==> src/plic_bus_pkg.sv <==
// Register bus request and response structs, bus opcode enum
`default_nettype none

package plic_bus_pkg;

  //////////////////////////////
  // Bus widths
  //////////////////////////////

  // Word address space of the controller
  localparam int unsigned ADDR_W = 8;
  // Register data width
  localparam int unsigned DATA_W = 32;

  typedef logic [ADDR_W-1:0] addr_t;
  typedef logic [DATA_W-1:0] data_t;

  //////////////////////////////
  // Opcodes and transfers
  //////////////////////////////

  // Single bit opcode
  typedef enum logic {
    BUS_READ  = 1'b0,
    BUS_WRITE = 1'b1
  } bus_op_e;

  // Request, sampled on every clock edge with valid high
  typedef struct packed {
    logic    valid;
    bus_op_e op;
    addr_t   addr;
    data_t   wdata;
  } bus_req_t;

  // Response, one cycle after the request
  typedef struct packed {
    logic  valid;
    data_t rdata;
    logic  err;   // Unmapped address
  } bus_rsp_t;

endpackage

`default_nettype wire

==> src/plic_reg_pkg.sv <==
// Register map offsets, gateway state enum, priority and ID widths
`default_nettype none

package plic_reg_pkg;

  //////////////////////////////
  // Field widths
  //////////////////////////////

  // Covers MaxPrio up to 7
  localparam int unsigned PRIO_W = 3;
  // Covers up to 8 sources
  localparam int unsigned ID_W   = 3;

  typedef logic [PRIO_W-1:0] prio_t;
  typedef logic [ID_W-1:0]   id_t;

  //////////////////////////////
  // Register map
  //////////////////////////////

  // Word offsets on the register bus
  // Priority of source s
  localparam logic [7:0] PRIO_BASE = 8'h00;
  // Pending word, read only
  localparam logic [7:0] IP_ADDR   = 8'h08;
  // Trigger mode word, 1 means edge
  localparam logic [7:0] LE_ADDR   = 8'h09;
  // Enable word of target t
  localparam logic [7:0] IE_BASE   = 8'h10;
  // Threshold of target t
  localparam logic [7:0] THR_BASE  = 8'h20;
  // Claim on read, complete on write
  localparam logic [7:0] CC_BASE   = 8'h30;
  // Software interrupt bit of target t
  localparam logic [7:0] MSIP_BASE = 8'h40;

  //////////////////////////////
  // Gateway FSM
  //////////////////////////////

  typedef enum logic [1:0] {
    GW_IDLE    = 2'd0,
    GW_PENDING = 2'd1,
    GW_SERVICE = 2'd2
  } gw_state_e;

endpackage

`default_nettype wire

==> src/plic_gateway.sv <==
// Per-source level and edge gateways with pending and in-service tracking
`timescale 1ns/100ps
`default_nettype none

module plic_gateway #(
  parameter int NumSrc = 8
) (
  input  logic              clk_i,
  input  logic              rst_i,
  input  logic [NumSrc-1:0] src_i,
  input  logic [NumSrc-1:0] le_i,
  input  logic [NumSrc-1:0] claim_i,
  input  logic [NumSrc-1:0] complete_i,
  output logic [NumSrc-1:0] ip_o
);

  for (genvar s = 0; s < NumSrc; s++) begin : gen_src
    plic_reg_pkg::gw_state_e state_q;
    plic_reg_pkg::gw_state_e state_d;
    logic src_q;
    logic rise;
    logic req;
    logic extra_q;
    logic extra_d;

    // Rising edge against last sampled source
    assign rise = src_i[s] & ~src_q;
    // Edge mode also takes a queued edge
    assign req  = le_i[s] ? (rise | extra_q) : src_i[s];

    always_comb begin
      state_d = state_q;
      extra_d = extra_q;
      unique case (state_q)
        plic_reg_pkg::GW_IDLE: begin
          if (req) begin
            state_d = plic_reg_pkg::GW_PENDING;
            extra_d = 1'b0;
          end
        end
        plic_reg_pkg::GW_PENDING: begin
          if (claim_i[s]) begin
            state_d = plic_reg_pkg::GW_SERVICE;
          end
          // Hold one further edge
          if (le_i[s] && rise) begin
            extra_d = 1'b1;
          end
        end
        plic_reg_pkg::GW_SERVICE: begin
          if (complete_i[s]) begin
            state_d = plic_reg_pkg::GW_IDLE;
          end
          if (le_i[s] && rise) begin
            extra_d = 1'b1;
          end
        end
        default: state_d = plic_reg_pkg::GW_IDLE;
      endcase
    end

    always_ff @(posedge clk_i) begin
      if (rst_i) begin
        state_q <= plic_reg_pkg::GW_IDLE;
        src_q   <= 1'b0;
        extra_q <= 1'b0;
      end else begin
        state_q <= state_d;
        src_q   <= src_i[s];
        extra_q <= extra_d;
      end
    end

    assign ip_o[s] = (state_q == plic_reg_pkg::GW_PENDING);
  end

endmodule

`default_nettype wire

==> src/plic_reg_decode.sv <==
// Register file and bus decoder with claim and complete strobe generation
`timescale 1ns/100ps
`default_nettype none

module plic_reg_decode #(
  parameter int NumSrc    = 8,
  parameter int NumTarget = 2,
  parameter int MaxPrio   = 7
) (
  input  logic                   clk_i,
  input  logic                   rst_i,
  input  plic_bus_pkg::bus_req_t bus_req_i,
  output plic_bus_pkg::bus_rsp_t bus_rsp_o,
  input  logic [NumSrc-1:0]      ip_i,
  input  plic_reg_pkg::id_t      irq_id_i [NumTarget],
  output plic_reg_pkg::prio_t    prio_o [NumSrc],
  output logic [NumSrc-1:0]      le_o,
  output logic [NumSrc-1:0]      ie_o [NumTarget],
  output plic_reg_pkg::prio_t    threshold_o [NumTarget],
  output logic [NumTarget-1:0]   msip_o,
  output logic [NumSrc-1:0]      claim_o,
  output logic [NumSrc-1:0]      complete_o
);

  // Register state
  plic_reg_pkg::prio_t    prio_q [NumSrc];
  logic [NumSrc-1:0]      le_q;
  logic [NumSrc-1:0]      ie_q [NumTarget];
  plic_reg_pkg::prio_t    thr_q [NumTarget];
  logic [NumTarget-1:0]   msip_q;
  plic_bus_pkg::bus_rsp_t rsp_q;

  // Decode results
  logic                rd_en;
  logic                wr_en;
  logic                mapped;
  plic_bus_pkg::data_t rdata_d;
  plic_reg_pkg::id_t   cc_wr_id;
  logic                cc_wr_ok;

  assign rd_en = bus_req_i.valid && (bus_req_i.op == plic_bus_pkg::BUS_READ);
  assign wr_en = bus_req_i.valid && (bus_req_i.op == plic_bus_pkg::BUS_WRITE);

  // Complete ID from write data, 0 and out of range are dropped
  assign cc_wr_id = plic_reg_pkg::id_t'(bus_req_i.wdata);
  assign cc_wr_ok = (bus_req_i.wdata != '0) &&
                    (bus_req_i.wdata < plic_bus_pkg::data_t'(NumSrc));

  //////////////////////////////
  // Address decode
  //////////////////////////////

  always_comb begin
    mapped     = 1'b0;
    rdata_d    = '0;
    claim_o    = '0;
    complete_o = '0;
    if (bus_req_i.addr == plic_reg_pkg::IP_ADDR) begin
      mapped  = 1'b1;
      rdata_d = plic_bus_pkg::data_t'(ip_i);
    end
    if (bus_req_i.addr == plic_reg_pkg::LE_ADDR) begin
      mapped  = 1'b1;
      rdata_d = plic_bus_pkg::data_t'(le_q);
    end
    for (int s = 0; s < NumSrc; s++) begin
      if (bus_req_i.addr == plic_reg_pkg::PRIO_BASE + 8'(s)) begin
        mapped  = 1'b1;
        rdata_d = plic_bus_pkg::data_t'(prio_q[s]);
      end
    end
    for (int t = 0; t < NumTarget; t++) begin
      if (bus_req_i.addr == plic_reg_pkg::IE_BASE + 8'(t)) begin
        mapped  = 1'b1;
        rdata_d = plic_bus_pkg::data_t'(ie_q[t]);
      end
      if (bus_req_i.addr == plic_reg_pkg::THR_BASE + 8'(t)) begin
        mapped  = 1'b1;
        rdata_d = plic_bus_pkg::data_t'(thr_q[t]);
      end
      if (bus_req_i.addr == plic_reg_pkg::MSIP_BASE + 8'(t)) begin
        mapped  = 1'b1;
        rdata_d = plic_bus_pkg::data_t'(msip_q[t]);
      end
      if (bus_req_i.addr == plic_reg_pkg::CC_BASE + 8'(t)) begin
        mapped  = 1'b1;
        // Read returns the arbiter ID seen at the request edge
        rdata_d = plic_bus_pkg::data_t'(irq_id_i[t]);
        // Claim strobe in the request cycle
        if (rd_en && (irq_id_i[t] != '0)) begin
          claim_o[irq_id_i[t]] = 1'b1;
        end
        if (wr_en && cc_wr_ok) begin
          complete_o[cc_wr_id] = 1'b1;
        end
      end
    end
  end

  //////////////////////////////
  // Register writes
  //////////////////////////////

  always_ff @(posedge clk_i) begin
    if (rst_i) begin
      for (int s = 0; s < NumSrc; s++) begin
        prio_q[s] <= '0;
      end
      for (int t = 0; t < NumTarget; t++) begin
        ie_q[t]  <= '0;
        thr_q[t] <= '0;
      end
      le_q   <= '0;
      msip_q <= '0;
    end else if (wr_en) begin
      if (bus_req_i.addr == plic_reg_pkg::LE_ADDR) begin
        le_q <= bus_req_i.wdata[NumSrc-1:0];
      end
      for (int s = 0; s < NumSrc; s++) begin
        if (bus_req_i.addr == plic_reg_pkg::PRIO_BASE + 8'(s)) begin
          // Saturate at the top priority
          if (bus_req_i.wdata > plic_bus_pkg::data_t'(MaxPrio)) begin
            prio_q[s] <= plic_reg_pkg::prio_t'(MaxPrio);
          end else begin
            prio_q[s] <= plic_reg_pkg::prio_t'(bus_req_i.wdata);
          end
        end
      end
      for (int t = 0; t < NumTarget; t++) begin
        if (bus_req_i.addr == plic_reg_pkg::IE_BASE + 8'(t)) begin
          ie_q[t] <= bus_req_i.wdata[NumSrc-1:0];
        end
        if (bus_req_i.addr == plic_reg_pkg::THR_BASE + 8'(t)) begin
          thr_q[t] <= plic_reg_pkg::prio_t'(bus_req_i.wdata);
        end
        if (bus_req_i.addr == plic_reg_pkg::MSIP_BASE + 8'(t)) begin
          msip_q[t] <= bus_req_i.wdata[0];
        end
      end
    end
  end

  //////////////////////////////
  // Response
  //////////////////////////////

  always_ff @(posedge clk_i) begin
    // Read data only, writes return zero
    rsp_q.rdata <= rd_en ? rdata_d : '0;
    if (rst_i) begin
      rsp_q.valid <= 1'b0;
      rsp_q.err   <= 1'b0;
    end else begin
      rsp_q.valid <= bus_req_i.valid;
      rsp_q.err   <= bus_req_i.valid && !mapped;
    end
  end

  assign bus_rsp_o   = rsp_q;
  assign prio_o      = prio_q;
  assign le_o        = le_q;
  assign ie_o        = ie_q;
  assign threshold_o = thr_q;
  assign msip_o      = msip_q;

endmodule

`default_nettype wire

==> src/plic_target.sv <==
// Per-target priority arbiter with threshold compare and registered irq
`timescale 1ns/100ps
`default_nettype none

module plic_target #(
  parameter int NumSrc  = 8,
  parameter int MaxPrio = 7
) (
  input  logic                clk_i,
  input  logic                rst_i,
  input  logic [NumSrc-1:0]   ip_i,
  input  logic [NumSrc-1:0]   ie_i,
  input  plic_reg_pkg::prio_t prio_i [NumSrc],
  input  plic_reg_pkg::prio_t threshold_i,
  output logic                irq_o,
  output plic_reg_pkg::id_t   irq_id_o
);

  // Candidates are pending and enabled
  logic [NumSrc-1:0]   cand;
  logic                found;
  plic_reg_pkg::prio_t best_prio;
  plic_reg_pkg::id_t   best_id;
  logic                irq_d;
  plic_reg_pkg::id_t   irq_id_d;
  logic                irq_q;
  plic_reg_pkg::id_t   irq_id_q;

  assign cand = ip_i & ie_i;

  //////////////////////////////
  // Selection
  //////////////////////////////

  // Scan levels from the top down
  // Lowest ID wins inside one level
  // Level 0 never beats any threshold
  always_comb begin
    found     = 1'b0;
    best_prio = '0;
    best_id   = '0;
    for (int p = MaxPrio; p > 0; p--) begin
      for (int s = 0; s < NumSrc; s++) begin
        if (!found && cand[s] && (prio_i[s] == plic_reg_pkg::prio_t'(p))) begin
          found     = 1'b1;
          best_prio = plic_reg_pkg::prio_t'(p);
          best_id   = plic_reg_pkg::id_t'(s);
        end
      end
    end
  end

  // Strictly above threshold
  always_comb begin
    irq_d    = found && (best_prio > threshold_i);
    irq_id_d = irq_d ? best_id : '0;
  end

  //////////////////////////////
  // Output register
  //////////////////////////////

  always_ff @(posedge clk_i) begin
    if (rst_i) begin
      irq_q    <= 1'b0;
      irq_id_q <= '0;
    end else begin
      irq_q    <= irq_d;
      irq_id_q <= irq_id_d;
    end
  end

  assign irq_o    = irq_q;
  assign irq_id_o = irq_id_q;

endmodule

`default_nettype wire

==> src/plic_top.sv <==
// Interrupt controller top level joining decoder, gateways and arbiters
`timescale 1ns/100ps
`default_nettype none

module plic_top #(
  parameter int NumSrc    = 8,
  parameter int NumTarget = 2,
  parameter int MaxPrio   = 7
) (
  input  logic                   clk_i,
  input  logic                   rst_i,
  input  plic_bus_pkg::bus_req_t bus_req_i,
  output plic_bus_pkg::bus_rsp_t bus_rsp_o,
  input  logic [NumSrc-1:0]      intr_src_i,
  output logic [NumTarget-1:0]   irq_o,
  output plic_reg_pkg::id_t      irq_id_o [NumTarget],
  output logic [NumTarget-1:0]   msip_o
);

  plic_reg_pkg::prio_t prio [NumSrc];
  plic_reg_pkg::prio_t threshold [NumTarget];
  logic [NumSrc-1:0]   ie [NumTarget];
  logic [NumSrc-1:0]   le;
  logic [NumSrc-1:0]   ip;
  logic [NumSrc-1:0]   claim;
  logic [NumSrc-1:0]   complete;
  logic [NumSrc-1:0]   src;

  // Source 0 is reserved
  assign src = {intr_src_i[NumSrc-1:1], 1'b0};

  //////////////////////////////
  // Registers and gateways
  //////////////////////////////

  plic_reg_decode #(
    .NumSrc    (NumSrc),
    .NumTarget (NumTarget),
    .MaxPrio   (MaxPrio)
  ) u_reg (
    .clk_i       (clk_i),
    .rst_i       (rst_i),
    .bus_req_i   (bus_req_i),
    .bus_rsp_o   (bus_rsp_o),
    .ip_i        (ip),
    .irq_id_i    (irq_id_o),
    .prio_o      (prio),
    .le_o        (le),
    .ie_o        (ie),
    .threshold_o (threshold),
    .msip_o      (msip_o),
    .claim_o     (claim),
    .complete_o  (complete)
  );

  plic_gateway #(
    .NumSrc (NumSrc)
  ) u_gateway (
    .clk_i      (clk_i),
    .rst_i      (rst_i),
    .src_i      (src),
    .le_i       (le),
    .claim_i    (claim),
    .complete_i (complete),
    .ip_o       (ip)
  );

  // One arbiter per target
  for (genvar t = 0; t < NumTarget; t++) begin : gen_target
    plic_target #(
      .NumSrc  (NumSrc),
      .MaxPrio (MaxPrio)
    ) u_target (
      .clk_i       (clk_i),
      .rst_i       (rst_i),
      .ip_i        (ip),
      .ie_i        (ie[t]),
      .prio_i      (prio),
      .threshold_i (threshold[t]),
      .irq_o       (irq_o[t]),
      .irq_id_o    (irq_id_o[t])
    );
  end

endmodule

`default_nettype wire

==> config.mk <==
export PLATFORM = sky130hd
export DESIGN_NAME = plic_top
export DESIGN_NICKNAME = d
export VERILOG_FILES = /design/src/plic_bus_pkg.sv /design/src/plic_reg_pkg.sv /design/src/plic_gateway.sv /design/src/plic_reg_decode.sv /design/src/plic_target.sv /design/src/plic_top.sv
export SDC_FILE = /design/constraint.sdc
export NUM_CORES = 1
export LEC_CHECK = 0
export BUFFER_PORTS_ARGS = -buffer_cell sky130_fd_sc_hd__buf_2
export CELL_PAD_IN_SITES_DETAIL_PLACEMENT = 0
export CELL_PAD_IN_SITES_GLOBAL_PLACEMENT = 1
export CORE_MARGIN = 5
export CORE_UTILIZATION = 44
export DETAILED_ROUTE_END_ITERATION = 16
export PLACE_DENSITY = 0.81
export SLEW_MARGIN = 20
export SYNTH_ARGS = -nofsm -noshare
export SYNTH_HDL_FRONTEND = slang
export SYNTH_SLANG_ARGS = --single-unit
==> constraint.sdc <==
create_clock -name clk_i -period 4.5 [get_ports clk_i]
set_clock_uncertainty 0.2 [all_clocks]
set_input_delay 0.225 -clock clk_i [delete_from_list [all_inputs] [get_ports clk_i]]
set_output_delay 0.225 -clock clk_i [all_outputs]
set_load 0.02 [all_outputs]
==> qor.txt, run 1 <==
Peak VDD IR -> 266 uV
Pleak -> 3.30 nW
Layout cells sized above 1 -> 15.3%
Initial antenna violation count -> 0
Starting DRT DRC Count -> 874
Netlist cell types -> 96
GR Util All Layers -> 26.1%
Int Pwr -> 1.76 mW
Cells after DPL -> 1350
Max-cap violations -> 0
Post-layout util -> 50.2%
Gpl congestion -> 0.971
Most used flip-flop cell after synthesis -> dfxtp_1
Number of port buffers -> 70
N_diodes -> 0
Unrepaired setup endpoints after global routing -> true
Vias in the first global route -> 7667
Post-synthesis register bit count -> 102
CTS H-tree depth -> 3
Mapped cell area -> 7950 um^2
Largest net degree at the start of global routing -> 39
Worst-path clk slew -> 0.07 ns
Num ports -> 96
Post-route ant nets -> 0
Nets@finish -> 1241
Post-Syn Area per Cell -> 7.45 um^2
Synth top area cells -> dfxtp_1 (26%), nor2_1 (7.8%), ha_1 (6.9%), nand2_1 (5.8%), a21oi_1 (4.3%)
Net Sw Frac -> 32.1%
Switching pwr -> 833 uW
Core Area -> 17900 um^2
R2R Path End -> gen_target[0].u_target.irq_id_o[1]
Root buffer cell -> clkbuf_16
CP Class -> flip-flop to flip-flop
Minimum clock period -> 4.23 ns
Logic gate share of total power -> 26.9%
Worst Hold Class -> primary input to flip-flop
Hold Path End -> u_reg.threshold_o[2]
Slowest cell on the critical path -> nor4_2
CTS tree -> done
Cell row count -> 49
Commonest non-fill, non-tap cell in the layout -> nor2_1
Post-synth EDFFs -> 0
CTS Buffer Depth -> 2
Area share of the largest cell type after synthesis -> 25.7%
Final Cycle Share -> 94.0%
Final WL -> 27.4 mm
GRT overflow -> 0
Total number of vias -> 8428
Crit path largest cell delay -> 0.40 ns
Largest area contributor in the netlist -> dfxtp_1
Reg area -> 2040 um^2
WP buf/inv -> 2
Clock network fraction of design power -> 34.1%
Slew HR -> 22.0%
Commonest cells after routing, fill and taps aside -> nor2_1 (164), nand2_1 (121), dfxtp_1 (102), buf_2 (70), a21oi_1 (68)
Hold slack -> 0.0307 ns
Initial Util -> 44.4%
Setup TNS Final -> 0 ns
Clk sinks -> 102
Final hold viol count -> 0
Worst R2R Setup Slack -> 0.27 ns
Clock latency on the worst-skew pair -> 0.36 ns
Area occupied by multi-input gates -> 5500 um^2
Die ar. -> 20800 um^2
Yosys synthesis warning count -> 0
Pwr per Cell Area -> 289 nW/um^2
WP depth -> 18
Synth async-reset ratio -> 0%
Count of final max-slew check failures -> 0
Crit path cell chain -> inv_1, ha_1, nand3_2, o22ai_1, nor4_2, nand3_2, nor2_2, o21ai_0, o32ai_1, nor3_1, nor4bb_1, ha_1, inv_1, a21o_1, a21oi_1, a311oi_1, o21ai_1, a41oi_1
Max frequency -> 0.236 GHz
CP top delay family -> compound AO/OA/AOI/OAI gates
Reg-to-Reg Start -> u_gateway.gen_src[3].state_q[1]
Cells after synthesis -> 1066
Detailed-route wire length per cell -> 19.9 um
Hold path start -> bus_req_i[2]
Die height -> 144 um
First-pass GRT wire length -> 42.6 mm
Worst path required time -> 4.57 ns
Slew @ Worst Pin -> 1.16 ns
Number of fill cells -> 1849
Synthesis-to-finish area growth -> 13.1%
Remaining DRCs -> 0
Setup crit end kind -> flip-flop
Worst-path fanout max -> 8
Die X -> 144 um
Final setup vio count -> 0
R2R depth -> 18
Worst endpoint data arrival time -> 4.30 ns
Post-synthesis sequential area ratio -> 25.7%
Seq pwr share -> 39.0%
Worst hold stages -> 3
CTS Buf Count -> 9
CP startpoint kind -> flip-flop
Vias per inst -> 6.12
Finished Layout Cells -> 1377
Status -> complete, no violations
Drt pass-1 iters -> 7
DP Wirelength -> 21.2 mm
-- state kept, by name, summed over array words and instances, names as in the netlist --
signal and flops:
gen_target.u_target.irq_id_o 6, gen_target.u_target.irq_o 2, u_gateway.gen_src.extra_q 7, u_gateway.gen_src.src_q 7, u_gateway.gen_src.state_q 14, u_reg.bus_rsp_o 10
u_reg.ie_o 16, u_reg.le_o 8, u_reg.msip_o 2, u_reg.prio_o 24, u_reg.threshold_o 6
-- worst min-delay path, stage by stage --
cell and delay, ns:
buf_2 0.17, nand3_1 0.09, a21oi_1 0.05
-- timing repair --
action                                  4_1_cts  5_1_grt
hold endpoints to repair                     22        0
resized for setup                             0       13
endpoints found under the setup margin        0        6
buffers inserted                              0        0
hold buffers                                 13        0
-- layout make-up --
cell class | instances | area share (%)
tap | 229 | 3.19
clock inverter | 5 | 1.11
clock buffer | 9 | 2.51
multi-input combinational | 884 | 61.2
timing repair buffer | 112 | 7.77
sequential | 102 | 22.7
inverter | 36 | 1.50
-- worst max path at each step --
stage | endpoint | slack [ns] | startpoint
finish | gen_target[0].u_target.irq_id_o[1] | 0.27 | u_gateway.gen_src[3].state_q[1]
global placement | gen_target[0].u_target.irq_id_o[2] | 0.36 | u_gateway.gen_src[6].state_q[1]
CTS | gen_target[0].u_target.irq_id_o[1] | 0.24 | u_gateway.gen_src[2].state_q[1]
detailed placement | gen_target[0].u_target.irq_id_o[1] | 0.29 | u_gateway.gen_src[6].state_q[1]
floorplan | gen_target[0].u_target.irq_id_o[1] | 0.85 | u_gateway.gen_src[7].state_q[1]
global route | gen_target[0].u_target.irq_id_o[1] | -0.01 | u_gateway.gen_src[3].state_q[1]
-- cell usage after synthesis, drive strengths merged (3+ instances only) --
library cell,number
nor2,166
nand2,124
dfxtp,102
a21oi,70
nor3,58
nand3,51
buf,47
ha,44
o21ai,44
inv,36
a211oi,27
nor4,25
mux2i,24
o22ai,23
clkbuf,20
nand3b,17
a31oi,16
nand2b,16
nor2b,16
o32ai,12
nand4,9
or2,7
or3,7
a222oi,6
a22oi,6
and3,6
o211ai,6
o31ai,6
a221oi,5
o22a,5
and2,4
nor3b,4
nor4b,4
or2b,4
or4,4
a21o,3
a311oi,3
a32oi,3
mux2,3
o221ai,3
o41ai,3
-- power by group through the flow --
| stage | logic (mW) | clock network (mW) | registers (mW) |
|---|---|---|---|
| floorplan | 0.509 | 0 | 1.02 |
| detailed placement | 0.677 | 0 | 1.03 |
| finish | 0.697 | 0.885 | 1.01 |
| CTS | 0.689 | 0.901 | 1.01 |
| global placement | 0.669 | 0 | 1.03 |
| global route | 0.781 | 0.931 | 1.02 |
-- routing by layer --
metal | part of all wire (%) | track usage, % | wire length, um
met3 | 7.5 | 4.07 | 2060
met2 | 45 | 41.0 | 12300
met1 | 44 | 35.8 | 12100
met5 | 0 | 0 | 0
met4 | 3.6 | 10.7 | 994
-- logic make-up (layout without fill, tap and decap cells) --
| group | after synthesis | in the layout | synth area share [%] |
|---|---|---|---|
| AO/OA/AOI/OAI | 257 | 257 | 22.1 |
| adder cells (fa/ha/maj) | 44 | 44 | 6.93 |
| multiplexers | 28 | 28 | 3.73 |
| flip-flops | 102 | 102 | 25.7 |
| buffers and inverters | 103 | 162 | 6.94 |
| other | 1 | 24 | 0.0472 |
| AND/OR/NAND/NOR | 531 | 531 | 34.5 |
-- through the flow --
step | instance area, um^2 | setup slack, ns | total power [mW]
2_1_floorplan | 8030 | 0.855 | 1.53
3_3_place_gp | 8470 | 0.362 | 1.70
3_5_place_dp | 8470 | 0.286 | 1.71
4_1_cts | 8930 | 0.243 | 2.60
5_1_grt | 8990 | -0.0104 | 2.73
6_report | 8990 | 0.270 | 2.59
No activity file was read; power rests on OpenSTA's default activity.
==> run 2: changes to the inputs <==
clock period = 4.52 ns   (was 4.5 ns; I/O delays follow)
==> qor.txt, run 2 (synthesis results as in run 1) <==
Status -> complete, no violations
Design Area, Final -> 9000 um^2 (+0.18%)
Die height -> 144 um (unchanged)
R2R depth -> 18 (unchanged)
Clock latency on the worst-skew pair -> 0.36 ns (about the same)
Switching pwr -> 874 uW (+5.0%)
Number of fill cells -> 1859 (+0.54%)
Number of port buffers -> 70 (unchanged)
Worst Hold Class -> primary input to flip-flop
First-pass GRT wire length -> 42.7 mm (+0.39%)
Final setup vio count -> 0 (unchanged)
Worst-path clk slew -> 0.08 ns (about the same)
Die X -> 144 um (unchanged)
Final hold viol count -> 0 (unchanged)
CTS Buf Count -> 9 (unchanged)
Post-route ant nets -> 0 (unchanged)
N_diodes -> 0 (unchanged)
CTS Buffer Depth -> 2 (unchanged)
Remaining DRCs -> 0 (unchanged)
Clock network fraction of design power -> 31.0% (-3.1 points)
Hold path start -> bus_req_i[2]
R2R Path End -> gen_target[0].u_target.irq_id_o[1]
Nets@finish -> 1249 (+0.64%)
Detailed-route wire length per cell -> 20.0 um (+0.41%)
Synthesis-to-finish area growth -> 13.3%
CTS H-tree depth -> 3 (unchanged)
Slew HR -> 26.6% (+4.5 points)
Setup TNS Final -> 0 ns (unchanged)
CP Class -> flip-flop to flip-flop
Worst-path fanout max -> 8 (unchanged)
Starting DRT DRC Count -> 902 (+3.2%)
Crit path cell chain -> inv_1, ha_1, nand3b_2, o22ai_2, nor4_4, nor3b_4, nand4_4, nand3b_1, o31ai_2, nor3_1, nor4bb_1, ha_1, inv_1, a21o_1, a21oi_1, a311oi_1, o21ai_0, a41oi_1
Core Area -> 17900 um^2 (unchanged)
Setup crit end kind -> flip-flop
Count of final max-slew check failures -> 0 (unchanged)
Drt pass-1 iters -> 7 (unchanged)
Initial antenna violation count -> 0 (unchanged)
Slowest cell on the critical path -> dfxtp_1
DP Wirelength -> 21.8 mm (+2.5%)
Max frequency -> 0.235 GHz (-0.44%)
Pleak -> 3.32 nW (+0.43%)
Cell row count -> 49 (unchanged)
Total number of vias -> 8416 (-0.14%)
Placed inst area -> 8520 um^2 (+0.53%)
Commonest non-fill, non-tap cell in the layout -> nor2_1
Root buffer cell -> clkbuf_16
Pwr per Cell Area -> 276 nW/um^2 (-4.4%)
Logic gate share of total power -> 28.4% (+1.5 points)
Commonest cells after routing, fill and taps aside -> nor2_1 (165), nand2_1 (121), dfxtp_1 (102), buf_2 (70), a21oi_1 (68)
Gpl congestion -> 0.966 (-0.56%)
Initial Util -> 44.4% (unchanged)
Unrepaired setup endpoints after global routing -> false
Minimum clock period -> 4.25 ns (+0.0188 ns)
Largest register FFs -> 24 (unchanged)
Slew @ Worst Pin -> 1.09 ns (-0.0677 ns)
Layout cells sized above 1 -> 15.8% (+0.47 points)
Vias in the first global route -> 7762 (+1.2%)
Largest net degree at the start of global routing -> 42 (+7.7%)
Die ar. -> 20800 um^2 (unchanged)
Crit path largest cell delay -> 0.38 ns (-0.02 ns)
Clk sinks -> 102 (unchanged)
Seq pwr share -> 40.6% (+1.6 points)
Vias per inst -> 6.07 (-0.86%)
Final Cycle Share -> 94.0% (about the same)
Worst path required time -> 4.60 ns (+0.03 ns)
Final WL -> 27.7 mm (+1.1%)
Worst hold stages -> 3 (unchanged)
Reg-to-Reg Start -> u_gateway.gen_src[7].state_q[1]
Net Sw Frac -> 35.2% (+3.1 points)
Int Pwr -> 1.61 mW (-8.6%)
CP startpoint kind -> flip-flop
Max-cap violations -> 0 (unchanged)
Peak VDD IR -> 328 uV (+23%)
Num ports -> 96 (unchanged)
Hold Path End -> u_reg.threshold_o[2]
CTS tree -> done
Worst endpoint data arrival time -> 4.33 ns (+0.03 ns)
Worst R2R Setup Slack -> 0.27 ns (about the same)
GRT overflow -> 0 (unchanged)
GR Util All Layers -> 26.3% (+0.21 points)
-- run 2: critical path: cells and delay by family, from the launching register on --
| kind | cells | cell delay, ns |
|---|---|---|
| simple gates | 7 | 1.68 |
| compound gates | 7 | 1.24 |
| fa+ha+maj | 2 | 0.50 |
| flops | 1 | 0.38 |
| buf+inv | 2 | 0.15 |
-- run 2: cell type report --
cell class / instances / area (um^2) / share of cell area [%]
Timing Repair Buffer: 120 / 761 / 8.45
Inverter: 36 / 135 / 1.50
Multi-Input combinational cell: 884 / 5500 / 61.0
Sequential cell: 102 / 2040 / 22.7
Clock inverter: 6 / 55.1 / 0.611
Tap cell: 229 / 287 / 3.18
Clock buffer: 10 / 229 / 2.54
-- run 2: power groups by stage --
| stage | logic [mW] | registers [mW] | clock network (mW) |
|---|---|---|---|
| 5_1_grt | 0.787 | 1.02 | 0.820 |
| 2_1_floorplan | 0.506 | 1.02 | 0 |
| 3_5_place_dp | 0.685 | 1.03 | 0 |
| 4_1_cts | 0.697 | 1.01 | 0.782 |
| 3_3_place_gp | 0.669 | 1.03 | 0 |
| 6_report | 0.705 | 1.01 | 0.770 |
-- run 2: how the worst max path moves through the flow --
stage,startpoint,to,cells after the start,slack [ns]
final,u_gateway.gen_src[7].state_q[1],gen_target[0].u_target.irq_id_o[1],18,0.27
after CTS,u_gateway.gen_src[2].state_q[1],gen_target[0].u_target.irq_id_o[1],18,0.21
after global routing,u_gateway.gen_src[3].state_q[1],gen_target[0].u_target.irq_id_o[1],18,0.003
after floorplan,u_gateway.gen_src[7].state_q[1],gen_target[0].u_target.irq_id_o[1],19,0.87
after global placement,u_gateway.gen_src[2].state_q[1],gen_target[0].u_target.irq_id_o[1],18,0.34
after detailed placement,u_gateway.gen_src[2].state_q[1],gen_target[0].u_target.irq_id_o[1],18,0.24
-- run 2: timing repair --
item / in CTS / in global routing
resized for setup: 0 / 11
hold endpoints to repair: 25 / 0
setup buffers: 0 / 1
hold buffers: 14 / 0
setup endpoints to repair: 0 / 5
-- run 2: metal layers --
metal	global-route usage, %	up-vias	routed length [um]
li1	-	4029	-
met1	35.0	3885	11600
met2	42.6	423	12600
met3	4.60	79	2430
met4	10.2	0	1040
met5	0	-	0
-- run 2: per-stage QoR --
stage | worst slack (ns) | hold WS, ns | total power, mW | util [%] | cells
6_report | 0.272 | 0.0288 | 2.48 | 50.3 | 1387
5_1_grt | 0.00281 | 0.0501 | 2.63 | 50.3 | 1387
4_1_cts | 0.207 | 0.0168 | 2.49 | 49.9 | 1386
3_5_place_dp | 0.241 | 0.249 | 1.72 | 47.6 | 1356
3_3_place_gp | 0.338 | 0.243 | 1.70 | 47.6 | 1356
2_1_floorplan | 0.875 | 0.154 | 1.52 | - | 1089
